### src/common/ls_pkg.sv
package ls_pkg;

    // data and address width, fixed by the 8-bit byte mask.
    localparam int XLEN     = 64;
    localparam int INST_LEN = 32;

    localparam logic [6:0] OPC_LOAD   = 7'b0000011;
    localparam logic [6:0] OPC_STORE  = 7'b0100011;
    localparam logic [6:0] OPC_BRANCH = 7'b1100011;
    localparam logic [6:0] OPC_SYSTEM = 7'b1110011;

    // access size in bits [1:0] as log2 of the byte count, bit 2 set for zero extension.
    localparam logic [2:0] F3_B  = 3'b000;
    localparam logic [2:0] F3_H  = 3'b001;
    localparam logic [2:0] F3_W  = 3'b010;
    localparam logic [2:0] F3_D  = 3'b011;
    localparam logic [2:0] F3_BU = 3'b100;
    localparam logic [2:0] F3_HU = 3'b101;
    localparam logic [2:0] F3_WU = 3'b110;

    localparam logic [2:0] F3_CSRRW  = 3'b001;
    localparam logic [2:0] F3_CSRRS  = 3'b010;
    localparam logic [2:0] F3_CSRRC  = 3'b011;
    localparam logic [2:0] F3_CSRRWI = 3'b101;
    localparam logic [2:0] F3_CSRRSI = 3'b110;
    localparam logic [2:0] F3_CSRRCI = 3'b111;

    localparam logic [11:0] CSR_MSTATUS = 12'h300;
    localparam logic [11:0] CSR_MTVEC   = 12'h305;
    localparam logic [11:0] CSR_MEPC    = 12'h341;
    localparam logic [11:0] CSR_MCAUSE  = 12'h342;

    // environment call from machine mode.
    localparam logic [XLEN-1:0] MCAUSE_TRAP = 64'd11;

    typedef logic [2:0] mem_size_t;

    // the same 32-bit word seen as a load/store and as a CSR instruction.
    typedef union packed {
        struct packed {
            logic [6:0] funct7;
            logic [4:0] rs2;
            logic [4:0] rs1;
            logic [2:0] funct3;
            logic [4:0] rd;
            logic [6:0] opcode;
        } mem;
        struct packed {
            logic [11:0] csr_addr;
            logic [4:0]  rs1_uimm;
            logic [2:0]  funct3;
            logic [4:0]  rd;
            logic [6:0]  opcode;
        } csr;
    } instr_u;

endpackage

### src/ls_stage/ls_ctrl.sv
module ls_ctrl (
    input  ls_pkg::instr_u              instr_i,
    input  ls_pkg::instr_u              instr_last_i,
    input  logic [ls_pkg::XLEN-1:0]     rs2_i,
    input  logic [ls_pkg::XLEN-1:0]     wb_data_i,
    output logic                        wr_en_o,
    output logic                        rd_en_o,
    output ls_pkg::mem_size_t           mem_op_o,
    output logic [ls_pkg::XLEN-1:0]     wr_data_o
);
    import ls_pkg::*;

    logic is_load;
    logic is_store;
    logic size_ok_ld;
    logic size_ok_st;
    logic last_writes_rd;
    logic fwd_hit;

    assign is_load  = (instr_i.mem.opcode == OPC_LOAD);
    assign is_store = (instr_i.mem.opcode == OPC_STORE);

    // stores have no unsigned forms, and 3'b111 is not a valid size.
    always_comb begin
        size_ok_ld = 1'b0;
        size_ok_st = 1'b0;
        case (instr_i.mem.funct3)
            F3_B, F3_H, F3_W, F3_D: begin
                size_ok_ld = 1'b1;
                size_ok_st = 1'b1;
            end
            F3_BU, F3_HU, F3_WU: begin
                size_ok_ld = 1'b1;
            end
            default: begin
                size_ok_ld = 1'b0;
            end
        endcase
    end

    assign rd_en_o  = is_load && size_ok_ld;
    assign wr_en_o  = is_store && size_ok_st;
    assign mem_op_o = instr_i.mem.funct3;

    // stores and branches carry immediate bits where rd would be.
    assign last_writes_rd = (instr_last_i.mem.opcode != OPC_STORE) &&
                            (instr_last_i.mem.opcode != OPC_BRANCH) &&
                            (instr_last_i.mem.rd != 5'd0);

    assign fwd_hit = last_writes_rd && (instr_last_i.mem.rd == instr_i.mem.rs2);

    // the register file has not seen the previous result yet.
    assign wr_data_o = fwd_hit ? wb_data_i : rs2_i;

endmodule

### src/ls_stage/lsu.sv
module lsu (
    input  logic                        clk,
    input  logic                        rst_n_i,
    input  logic                        wr_en_i,
    input  logic                        rd_en_i,
    input  ls_pkg::mem_size_t           mem_op_i,
    input  logic [ls_pkg::XLEN-1:0]     wr_data_i,
    input  logic [ls_pkg::XLEN-1:0]     addr_i,
    input  logic                        ls_sram_rd_data_valid_i,
    input  logic                        ls_sram_wr_data_ok_i,
    input  logic [ls_pkg::XLEN-1:0]     ls_sram_rd_data_i,
    output logic [ls_pkg::XLEN-1:0]     ls_res_o,
    output logic                        ls_busy_o,
    output logic [ls_pkg::XLEN-1:0]     ls_sram_addr_o,
    output logic                        ls_sram_rd_en_o,
    output logic                        ls_sram_wr_en_o,
    output logic [ls_pkg::XLEN-1:0]     ls_sram_wr_data_o,
    output logic [7:0]                  ls_sram_wr_mask_o,
    output ls_pkg::mem_size_t           ls_sram_wr_size_o,
    output ls_pkg::mem_size_t           ls_sram_rd_size_o
);
    import ls_pkg::*;

    localparam logic IDLE = 1'b0;
    localparam logic WAIT = 1'b1;

    logic               state_q;
    logic               rd_q;
    logic               wr_q;
    logic               req;
    logic               ack;
    logic [2:0]         offset;
    logic [2:0]         align_mask;
    logic [7:0]         base_mask;
    logic [XLEN-1:0]    addr_q;
    logic [XLEN-1:0]    wr_data_q;
    logic [7:0]         wr_mask_q;
    mem_size_t          size_q;
    logic [XLEN-1:0]    rd_shifted;
    logic [XLEN-1:0]    load_val;
    logic [XLEN-1:0]    ls_res_q;

    assign req = (state_q == IDLE) && (rd_en_i || wr_en_i);
    assign ack = (state_q == WAIT) &&
                 ((rd_q && ls_sram_rd_data_valid_i) || (wr_q && ls_sram_wr_data_ok_i));

    assign offset     = addr_i[2:0];
    assign align_mask = 3'((4'd1 << mem_op_i[1:0]) - 4'd1);

    always_comb begin
        case (mem_op_i[1:0])
            2'b00:   base_mask = 8'h01;
            2'b01:   base_mask = 8'h03;
            2'b10:   base_mask = 8'h0f;
            default: base_mask = 8'hff;
        endcase
    end

    always_ff @(posedge clk or negedge rst_n_i) begin
        if (!rst_n_i) begin
            state_q <= IDLE;
            rd_q    <= 1'b0;
            wr_q    <= 1'b0;
        end else if (req) begin
            state_q <= WAIT;
            rd_q    <= rd_en_i;
            wr_q    <= wr_en_i;
        end else if (ack) begin
            state_q <= IDLE;   // enable drops in the cycle after the answer.
        end
    end

    // the request is captured once and held until the SRAM answers.
    always_ff @(posedge clk) begin
        if (req) begin
            addr_q    <= addr_i;
            size_q    <= mem_op_i;
            wr_data_q <= wr_data_i << {offset, 3'b000};
            wr_mask_q <= base_mask << offset;
        end
        if (ack && rd_q) begin
            ls_res_q <= load_val;
        end
    end

    assign rd_shifted = ls_sram_rd_data_i >> {addr_q[2:0], 3'b000};

    always_comb begin
        case (size_q)
            F3_B:    load_val = {{(XLEN-8){rd_shifted[7]}}, rd_shifted[7:0]};
            F3_H:    load_val = {{(XLEN-16){rd_shifted[15]}}, rd_shifted[15:0]};
            F3_W:    load_val = {{(XLEN-32){rd_shifted[31]}}, rd_shifted[31:0]};
            F3_BU:   load_val = {{(XLEN-8){1'b0}}, rd_shifted[7:0]};
            F3_HU:   load_val = {{(XLEN-16){1'b0}}, rd_shifted[15:0]};
            F3_WU:   load_val = {{(XLEN-32){1'b0}}, rd_shifted[31:0]};
            default: load_val = rd_shifted;
        endcase
    end

    assign ls_res_o  = (ack && rd_q) ? load_val : ls_res_q;
    assign ls_busy_o = req || ((state_q == WAIT) && !ack);

    assign ls_sram_addr_o    = addr_q;
    assign ls_sram_rd_en_o   = (state_q == WAIT) && rd_q;
    assign ls_sram_wr_en_o   = (state_q == WAIT) && wr_q;
    assign ls_sram_wr_data_o = wr_data_q;
    assign ls_sram_wr_mask_o = wr_mask_q;
    assign ls_sram_wr_size_o = size_q;
    assign ls_sram_rd_size_o = size_q;

    // the decoder must never ask for a load and a store at once.
    a_rd_wr_excl: assert property (@(posedge clk) disable iff (!rst_n_i)
        !(rd_en_i && wr_en_i));

    // misaligned accesses are not supported.
    a_aligned: assert property (@(posedge clk) disable iff (!rst_n_i)
        req |-> ((addr_i[2:0] & align_mask) == 3'b000));

    a_req_hold: assert property (@(posedge clk) disable iff (!rst_n_i)
        (ls_sram_rd_en_o || ls_sram_wr_en_o) && !ack |=>
            $stable(ls_sram_addr_o) && $stable(ls_sram_rd_en_o) &&
            $stable(ls_sram_wr_en_o) && $stable(ls_sram_rd_size_o) &&
            $stable(ls_sram_wr_mask_o) && $stable(ls_sram_wr_data_o));

endmodule

### src/logic/csr_file.sv
module csr_file #(
    parameter logic [ls_pkg::XLEN-1:0] MTVEC_RESET = '0
) (
    input  logic                        clk,
    input  logic                        rst_n_i,
    input  logic [ls_pkg::XLEN-1:0]     pc_i,
    input  ls_pkg::instr_u              instr_i,
    input  logic [ls_pkg::XLEN-1:0]     csr_wr_data_i,
    input  logic                        trap_i,
    input  logic                        stall_n_i,
    output logic [ls_pkg::XLEN-1:0]     csr_data_o,
    output logic [ls_pkg::XLEN-1:0]     mtvec_o,
    output logic [ls_pkg::XLEN-1:0]     mepc_o
);
    import ls_pkg::*;

    logic [XLEN-1:0]    mstatus_q;
    logic [XLEN-1:0]    mtvec_q;
    logic [XLEN-1:0]    mepc_q;
    logic [XLEN-1:0]    mcause_q;
    logic [XLEN-1:0]    operand;
    logic [XLEN-1:0]    new_val;
    logic               op_ok;
    logic               csr_we;
    logic               trap_we;

    // immediate forms take the 5-bit uimm, zero extended.
    assign operand = instr_i.csr.funct3[2] ?
                     {{(XLEN-5){1'b0}}, instr_i.csr.rs1_uimm} : csr_wr_data_i;

    always_comb begin
        case (instr_i.csr.csr_addr)
            CSR_MSTATUS: csr_data_o = mstatus_q;
            CSR_MTVEC:   csr_data_o = mtvec_q;
            CSR_MEPC:    csr_data_o = mepc_q;
            CSR_MCAUSE:  csr_data_o = mcause_q;
            default:     csr_data_o = '0;
        endcase
    end

    always_comb begin
        op_ok   = 1'b1;
        new_val = operand;
        case (instr_i.csr.funct3)
            F3_CSRRW, F3_CSRRWI: new_val = operand;
            F3_CSRRS, F3_CSRRSI: new_val = csr_data_o | operand;
            F3_CSRRC, F3_CSRRCI: new_val = csr_data_o & ~operand;
            default:             op_ok   = 1'b0;   // ecall, ebreak and mret land here.
        endcase
    end

    // x0 or a zero uimm means the register is only read.
    assign csr_we = stall_n_i && !trap_i && op_ok &&
                    (instr_i.csr.opcode == OPC_SYSTEM) &&
                    (instr_i.csr.rs1_uimm != 5'd0);

    assign trap_we = stall_n_i && trap_i;

    always_ff @(posedge clk or negedge rst_n_i) begin
        if (!rst_n_i) begin
            mstatus_q <= '0;
            mtvec_q   <= MTVEC_RESET;
            mepc_q    <= '0;
            mcause_q  <= '0;
        end else if (trap_we) begin
            mepc_q   <= pc_i;
            mcause_q <= MCAUSE_TRAP;
        end else if (csr_we) begin
            case (instr_i.csr.csr_addr)
                CSR_MSTATUS: mstatus_q <= new_val;
                CSR_MTVEC:   mtvec_q   <= new_val;
                CSR_MEPC:    mepc_q    <= new_val;
                CSR_MCAUSE:  mcause_q  <= new_val;
                default: begin
                    mstatus_q <= mstatus_q;
                end
            endcase
        end
    end

    assign mtvec_o = mtvec_q;
    assign mepc_o  = mepc_q;

    // a stalled pipeline must leave every machine register untouched.
    a_no_wr_stall: assert property (@(posedge clk) disable iff (!rst_n_i)
        !stall_n_i |=> $stable(mstatus_q) && $stable(mtvec_q) &&
                       $stable(mepc_q) && $stable(mcause_q));

endmodule

### src/ls_stage/ls_stage.sv
module ls_stage #(
    parameter logic [ls_pkg::XLEN-1:0] MTVEC_RESET = '0
) (
    input  logic                        clk,
    input  logic                        rst_n_i,
    input  logic [ls_pkg::XLEN-1:0]     pc_i,
    input  logic [ls_pkg::XLEN-1:0]     alu_res_i,
    input  logic [ls_pkg::XLEN-1:0]     rs2_i,
    input  logic [ls_pkg::XLEN-1:0]     wb_data_i,
    input  ls_pkg::instr_u              instr_i,
    input  ls_pkg::instr_u              instr_last_i,
    input  logic                        trap_i,
    input  logic                        stall_n_i,

    output logic [ls_pkg::XLEN-1:0]     ls_res_o,
    output logic [ls_pkg::XLEN-1:0]     csr_data_o,
    output logic [ls_pkg::XLEN-1:0]     mtvec_o,
    output logic [ls_pkg::XLEN-1:0]     mepc_o,
    output logic                        ls_busy_o,

    output logic [ls_pkg::XLEN-1:0]     ls_sram_addr_o,
    output logic                        ls_sram_rd_en_o,
    output logic                        ls_sram_wr_en_o,
    output logic [ls_pkg::XLEN-1:0]     ls_sram_wr_data_o,
    output logic [7:0]                  ls_sram_wr_mask_o,
    output ls_pkg::mem_size_t           ls_sram_wr_size_o,
    output ls_pkg::mem_size_t           ls_sram_rd_size_o,
    input  logic                        ls_sram_rd_data_valid_i,
    input  logic                        ls_sram_wr_data_ok_i,
    input  logic [ls_pkg::XLEN-1:0]     ls_sram_rd_data_i
);
    import ls_pkg::*;

    logic               wr_en;
    logic               rd_en;
    mem_size_t          mem_op;
    logic [XLEN-1:0]    wr_data;    // store data after forwarding.

    ls_ctrl u_ls_ctrl (
        .instr_i      (instr_i),
        .instr_last_i (instr_last_i),
        .rs2_i        (rs2_i),
        .wb_data_i    (wb_data_i),
        .wr_en_o      (wr_en),
        .rd_en_o      (rd_en),
        .mem_op_o     (mem_op),
        .wr_data_o    (wr_data)
    );

    lsu u_lsu (
        .clk                     (clk),
        .rst_n_i                 (rst_n_i),
        .wr_en_i                 (wr_en),
        .rd_en_i                 (rd_en),
        .mem_op_i                (mem_op),
        .wr_data_i               (wr_data),
        .addr_i                  (alu_res_i),
        .ls_sram_rd_data_valid_i (ls_sram_rd_data_valid_i),
        .ls_sram_wr_data_ok_i    (ls_sram_wr_data_ok_i),
        .ls_sram_rd_data_i       (ls_sram_rd_data_i),
        .ls_res_o                (ls_res_o),
        .ls_busy_o               (ls_busy_o),
        .ls_sram_addr_o          (ls_sram_addr_o),
        .ls_sram_rd_en_o         (ls_sram_rd_en_o),
        .ls_sram_wr_en_o         (ls_sram_wr_en_o),
        .ls_sram_wr_data_o       (ls_sram_wr_data_o),
        .ls_sram_wr_mask_o       (ls_sram_wr_mask_o),
        .ls_sram_wr_size_o       (ls_sram_wr_size_o),
        .ls_sram_rd_size_o       (ls_sram_rd_size_o)
    );

    // the ALU result doubles as the CSR operand.
    csr_file #(
        .MTVEC_RESET (MTVEC_RESET)
    ) u_csr_file (
        .clk           (clk),
        .rst_n_i       (rst_n_i),
        .pc_i          (pc_i),
        .instr_i       (instr_i),
        .csr_wr_data_i (alu_res_i),
        .trap_i        (trap_i),
        .stall_n_i     (stall_n_i),
        .csr_data_o    (csr_data_o),
        .mtvec_o       (mtvec_o),
        .mepc_o        (mepc_o)
    );

endmodule

### config.mk
export PLATFORM = sky130hd
export DESIGN_NAME = ls_stage
export DESIGN_NICKNAME = d
export VERILOG_FILES = /design/src/common/ls_pkg.sv /design/src/ls_stage/ls_ctrl.sv /design/src/ls_stage/lsu.sv /design/src/logic/csr_file.sv /design/src/ls_stage/ls_stage.sv
export SDC_FILE = /design/constraint.sdc
export NUM_CORES = 1
export LEC_CHECK = 0
export ABC_AREA = 1
export BUFFER_PORTS_ARGS = -buffer_cell sky130_fd_sc_hd__buf_2
export CAP_MARGIN = 25
export CORE_AREA = 2 2 308 310
export CTS_BUF_LIST = sky130_fd_sc_hd__clkbuf_4 sky130_fd_sc_hd__clkbuf_8
export CTS_CLUSTER_SIZE = 8
export DETAILED_ROUTE_END_ITERATION = 16
export DIE_AREA = 0 0 310 312
export GPL_ROUTABILITY_DRIVEN = 1
export MAX_ROUTING_LAYER = met4
export PLACE_DENSITY = 0.54
export SYNTH_ARGS = -nofsm -noshare
export SYNTH_HDL_FRONTEND = slang
export SYNTH_SLANG_ARGS = --single-unit
export TNS_END_PERCENT = 50
### constraint.sdc
create_clock -name clk -period 4.5 [get_ports clk]
set_clock_uncertainty 0.1 [all_clocks]
set_input_delay 0.9 -clock clk [delete_from_list [all_inputs] [get_ports clk]]
set_output_delay 0.9 -clock clk [all_outputs]
set_load 0.03 [all_outputs]
==> results.yml, run 1 <==
synthesis:
  synth_top_family_by_area: "simple AND/OR/NAND/NOR gates"
  synth_edf_count: 139
  synth_xor_xnor_area_share_pct: 0.0657
  synth_top_area_share_pct: 24.3
  ys_ff_latch: 462
  avgSynthCellArea_um2: 6.81
  synth-adder-area-share_pct: 0
  synthFlopType: "dfrtp_1"
  synth_commonest_cells: "nand2_1, nand3_1, inv_1"
  synthCells: 3915
  yosys-top-cells-area: "dfrtp_1, nand2_1, edfxtp_1"
  synth_compound_area_share_pct: 7.81
  synthMuxAreaShare_pct: 0.300
  yosys_warnings: 0
  yosysSeqAreaShare_pct: 44.8
  synthArstFlopShare_pct: 56.1
  synth_top_area_cell: "dfrtp_1"
  synth_cell_types: 43
  yosys.cell_count.top_type: "nand2_1"
  syn-cell-area_mm2: 0.0267
  synthesis.nets: 4305
  synth-simple-area-share_pct: 37.2
finish:
  area_delta_synth_final_pct: 27.5
  finalNetCount: 5005
  stdcell_count: 5975
  drive_gt1_share_pct: 24.2
setup_path:
  cp_slowest_cell: "edfxtp_1"
  cp-end-kind: "output port"
  path_buf_inv: 3
  critPathRequiredTime_ps: 3500
  max_stage_delay_ps: 560
  cp.arrival_ps: 3310
  crit-reg2reg-launch: "u_lsu.state_q$_DFFE_PN0P_"
  worst_r2r_endpoint: "u_lsu.ls_sram_wr_data_o[28]$_SDFFCE_PP0P_"
  crit_fanout: 32
  crit_chain: "inv_2 > buf_4 > o21ai_0 > o21ai_0 > nor2_1 > o31ai_1 > buf_2"
  critPathTopFamily: "compound AO/OA/AOI/OAI gates"
  path_common_cell: "o21ai_0"
  critical_path_class: "reg -> out"
  ff2ff_setup_slack_ps: 1890
  ff2ff_path_depth: 4
  startpoint_type: "flop"
min_path:
  hp-class: "in -> async"
detailed_routing:
  remaining_drc_errors: 0
  first_pass_iters: 6
  vias_per_cell: 4.73
  wire_per_inst_um: 19.7
  postRouteAntennaNets: 0
  drtIter0Drc: 2438
  vias: 28300
  wl_um: 118000
run_status:
  outcome: "complete, no violations"
clock_tree:
  cts_hold_buf: 0
  cts_tree: "built"
  clock_path_buffers: 3
  clock-root-buffer: "clkbuf_8"
  cts_buffers: 92
  clkSinkCount: 462
  clk_pin_slew_ps: 60
  clock_latency_ps: 750
  h-tree-depth: 3
global_route:
  antenna_found_initial: 31
  grt-ovfl-total: 0
  track_usage_pct: 24.4
  grt_pass1_vias: 27100
  grt_pass1_wl_um: 173000
  grt_max_degree: 129
run:
  drv_cap: 0
floorplan:
  initial_utilization_pct: 28.7
  pin_count: 791
  rows: 112
  coreArea_mm2: 0.0930
  die-width_um: 310
  die_h_um: 312
  dieArea_mm2: 0.0967
timing:
  worst_pin_slew_ps: 1030
  rsz0062_at_grt: "false"
  setup_tns_ps: 0
  final_hold_viol_count: 0
  finalCriticalPeriod_ps: 4310
  setup_slack_ps: 194
  setup_viol: 0
  drv_slew: 0
  finalCritPeriodShare_pct: 95.7
  fmax_ghz: 0.232
  slew-limit-headroom_pct: 31.2
power_and_ir_drop:
  ir_drop_mv: 0.212
  p_total_mw: 11.1
  p_per_area_mw_per_mm2: 326
  p_leak_nw: 18.6
placed_design:
  dp.cells: 5771
  io_buffers: 764
  globalplace.congestion: 0.942
  place.detailed.hpwl_um: 81900
  place_ws_ps: 446
==> cell type report <==
cell class              count  area [µm²]
well taps                1254        1570
flip-flops and latches    462       11900
repair buffers            835        4620
inverters                 427        1610
fillers                 10200       59000
clock buffers             130        1640
clock inverters            43         355
multi-input cells        2797       12200
diodes                     27        67.6
==> flip-flops by register name, summed over array words and instances (netlist names) <==
register / flops
u_csr_file.mcause_q: 64
u_csr_file.mepc_o: 64
u_csr_file.mstatus_q: 64
u_csr_file.mtvec_o: 64
u_lsu.ls_res_q: 64
u_lsu.ls_sram_addr_o: 64
u_lsu.ls_sram_wr_data_o: 64
u_lsu.ls_sram_wr_mask_o: 8
u_lsu.ls_sram_rd_size_o: 3
u_lsu.rd_q: 1
u_lsu.state_q: 1
u_lsu.wr_q: 1
==> metal layers <==
metal | track usage (%) | vias up | part of all wire, %
li1 | - | 13700 | -
met1 | 30.8 | 13200 | 42
met2 | 38.1 | 1168 | 46
met3 | 5.68 | 168 | 8.8
met4 | 8.27 | 0 | 2.7
met5 | - | - | 0
==> how the worst max path moves through the flow <==
stage / startpoint / to / slack (ps) / cells past startpoint
2_1_floorplan: instr_i[14] / u_lsu.ls_sram_addr_o[0]$_DFFE_PP_ / 610 / 5
3_3_place_gp: instr_i[30] / csr_data_o[61] / 500 / 10
3_5_place_dp: instr_i[30] / csr_data_o[5] / 450 / 9
4_1_cts: u_lsu.ls_sram_addr_o[0]$_DFFE_PP_ / ls_res_o[36] / 40 / 10
5_1_grt: u_lsu.ls_sram_addr_o[0]$_DFFE_PP_ / ls_res_o[0] / 0.7 / 7
6_report: u_lsu.ls_sram_addr_o[0]$_DFFE_PP_ / ls_res_o[0] / 190 / 7
==> logic make-up (layout without fill, tap and decap cells) <==
kind of cell / after synthesis / after routing
xor gates and xnor gates: 2 / 2
AOI/OAI and AO/OA: 392 / 392
muxes: 8 / 8
other: 0 / 27
and+or+nand+nor: 2394 / 2395
DFF: 462 / 462
buffers and inverters: 657 / 1435
==> power by group <==
| part | total (mW) | switching, mW | leakage (nW) | internal, mW |
|---|---|---|---|---|
| Combinational | 1.71 | 1.18 | 12.6 | 0.523 |
| Sequential | 4.63 | 0.118 | 4.94 | 4.51 |
| Clock | 4.75 | 2.14 | 1.06 | 2.61 |
| Total | 11.1 | 3.44 | 18.6 | 7.64 |
==> timing repair <==
action / in CTS / in global routing
pin swaps: 0 / 1
setup buffers: 0 / 3
cloned: 0 / 1
gates resized for setup: 2 / 0
endpoints found under the setup margin: 9 / 24
==> per-stage QoR <==
step	hold WS (ps)	utilization (%)	instance area (µm²)
after floorplan	342	-	26700
after global placement	331	34.2	31800
after detailed placement	338	34.3	31900
after CTS	13.3	36.4	33900
after global routing	78.6	36.5	34000
final	66.0	36.5	34000
==> cell usage in the layout (no fill, tap or decap), types with 3 or more instances in the layout <==
| cell | instances |
|---|---|
| nor2_4 | 6 |
| buf_2 | 762 |
| bufinv_16 | 4 |
| dfrtp_1 | 259 |
| nand2_4 | 5 |
| o21a_1 | 10 |
| diode_2 | 27 |
| mux2i_1 | 8 |
| o211ai_1 | 8 |
| o221ai_1 | 5 |
| nand2_1 | 1532 |
| nand4_1 | 4 |
| dfxtp_1 | 64 |
| and2_1 | 8 |
| clkinv_8 | 3 |
| a21oi_1 | 50 |
| o21ai_0 | 294 |
| nand3_1 | 426 |
| clkinv_2 | 22 |
| buf_12 | 17 |
| inv_1 | 394 |
| nand3_2 | 3 |
| nor2_1 | 296 |
| edfxtp_1 | 139 |
| nor3_1 | 5 |
| a31oi_1 | 7 |
| inv_2 | 9 |
| or2_2 | 99 |
| clkbuf_8 | 106 |
| o31ai_1 | 10 |
| buf_4 | 53 |
| clkbuf_4 | 24 |
| clkinv_1 | 33 |
Note: power is estimated with default switching activity, not from simulation.
==> run 2: changes to the inputs <==
--- a/config.mk
+++ b/config.mk
@@ -9,7 +9,8 @@
 export BUFFER_PORTS_ARGS = -buffer_cell sky130_fd_sc_hd__buf_2
 export CAP_MARGIN = 25
 export CORE_AREA = 2 2 308 310
-export CTS_BUF_LIST = sky130_fd_sc_hd__clkbuf_4 sky130_fd_sc_hd__clkbuf_8
+export CTS_BUF_LIST = sky130_fd_sc_hd__clkbuf_8
+export CTS_CLUSTER_DIAMETER = 100
 export CTS_CLUSTER_SIZE = 8
 export DETAILED_ROUTE_END_ITERATION = 16
 export DIE_AREA = 0 0 310 312
==> results.yml, run 2 (same netlist as run 1, synthesis figures left out) <==
run_status:
  outcome: "complete, no violations"
power_and_ir_drop:
  ir_drop_mv: 0.223
  p_total_mw: 9.69
  p_per_area_mw_per_mm2: 292
  p_leak_nw: 18.2
setup_path:
  startpoint: "u_lsu.ls_sram_addr_o[0]$_DFFE_PP_"
  crit_fanout: 32
  cp_slowest_cell: "edfxtp_1"
  crit_chain: "inv_2 > buf_4 > o21ai_0 > o21ai_0 > nor2_1 > o31ai_1 > buf_2"
  path_buf_inv: 3
  startpoint_type: "flop"
  crit-reg2reg-launch: "u_lsu.ls_sram_addr_o[0]$_DFFE_PP_"
  path_common_cell: "o21ai_0"
  critPathTopFamily: "compound AO/OA/AOI/OAI gates"
  cp-end-kind: "output port"
  critical_path_class: "reg -> out"
  critPathRequiredTime_ps: 3500
  cp.arrival_ps: 3280
  max_stage_delay_ps: 550
timing:
  fmax_ghz: 0.234
  final_hold_viol_count: 0
  setup_tns_ps: 0
  rsz0062_at_grt: "false"
  drv_slew: 0
  setup_viol: 0
  finalCritPeriodShare_pct: 95.0
  hold_slack_ps: 101
  finalCriticalPeriod_ps: 4280
  slew-limit-headroom_pct: 31.2
  setup_slack_ps: 223
  worst_pin_slew_ps: 1030
floorplan:
  dieArea_mm2: 0.0967
  coreArea_mm2: 0.0930
  pin_count: 791
  rows: 112
  die_h_um: 312
  initial_utilization_pct: 28.7
  die-width_um: 310
clock_tree:
  clock_path_buffers: 3
  clock-root-buffer: "clkbuf_8"
  cts_hold_buf: 0
  clkSinkCount: 462
  cts_tree: "built"
  cts_buffers: 70
  clock_latency_ps: 730
  clk_pin_slew_ps: 70
  h-tree-depth: 3
global_route:
  track_usage_pct: 24.3
  grt_pass1_vias: 26700
  grt-ovfl-total: 0
  antenna_found_initial: 31
  grt_pass1_wl_um: 172000
  grt_max_degree: 129
finish:
  final_common_cell: "nand2_1"
  area_delta_synth_final_pct: 24.5
  finalNetCount: 4983
  final_cell_mix: "nand2_1, buf_2, nand3_1"
  final_util_pct: 35.7
  fill_cells: 10200
  drive_gt1_share_pct: 22.8
placed_design:
  place.detailed.hpwl_um: 81900
  place_ws_ps: 446
  io_buffers: 764
  globalplace.congestion: 0.942
detailed_routing:
  postRouteAntennaNets: 0
  first_pass_iters: 6
  wire_per_inst_um: 19.8
  wl_um: 117000
  vias: 28100
  remaining_drc_errors: 0
  drtIter0Drc: 2554
  vias_per_cell: 4.74
run:
  drv_cap: 0
min_path:
  hp-class: "in -> async"
run 2: cell types whose count changed in the layout (fill, tap and decap cells not counted), moves of 3 or more:
cell | previous run | this run
clkinv_2 | 22 | 2
clkinv_1 | 33 | 21
clkinv_8 | 3 | 0
clkinv_4 | 0 | 3
clkbuf_8 | 106 | 71
diode_2 | 27 | 31
clkbuf_4 | 24 | 0
bufinv_16 | 4 | 0
inv_1 | 394 | 425
run 2: path summary, 6_finish.rpt:
kind | slack [ps] | cells after the start | end
hold reg to reg | 340 | 2 | u_lsu.ls_res_q[22]$_DFF_P_
hold / removal | 100 | 1 | u_csr_file.mepc_o[5]$_DFFE_PN0P_
setup / recovery | 220 | 7 | ls_res_o[0]
setup reg to reg | 1920 | 8 | u_lsu.ls_res_q[22]$_DFF_P_
min in group clk | 260 | 1 | u_lsu.ls_sram_addr_o[9]$_DFFE_PP_
max in group asynchronous | 3300 | 2 | u_csr_file.mtvec_o[40]$_DFFE_PN0P_
run 2: layout make-up:
cell class | count | area [µm²] | area share, %
tap | 1254 | 1570 | 4.73
antenna | 31 | 77.6 | 0.234
sequential | 462 | 11900 | 36.0
multi-input combinational | 2797 | 12200 | 36.8
inverter | 427 | 1610 | 4.84
clock inverter | 41 | 206 | 0.622
timing repair buffer | 835 | 4620 | 13.9
clock buffer | 71 | 977 | 2.94
run 2: routing by layer:
layer	global-route usage [%]	vias to the layer above	share of wire, %
met3	5.82	174	8.2
met4	7.19	0	2.7
met1	31.0	13100	43
met2	37.9	1093	46
met5	-	-	0
li1	-	13700	-
run 2: through the flow:
step	instance area, µm²	cells
after detailed placement	31900	5771
after global placement	31800	5768
after global routing	33200	5913
after CTS	33100	5883
after floorplan	26700	3915
final	33200	5918
run 2: report_power, final:
group          internal (mW)  leakage [nW]  switching [mW]
Combinational          0.523          12.6            1.19
Clock                   1.48         0.714            1.88
Sequential              4.51          4.94           0.119
Total                   6.51          18.2            3.18
run 2: what timing repair did:
item                       CTS  global route
buffers inserted             0             3
resized for setup            1             1
setup endpoints to repair    8            26
pin swaps                    0             1
gates cloned                 0             1
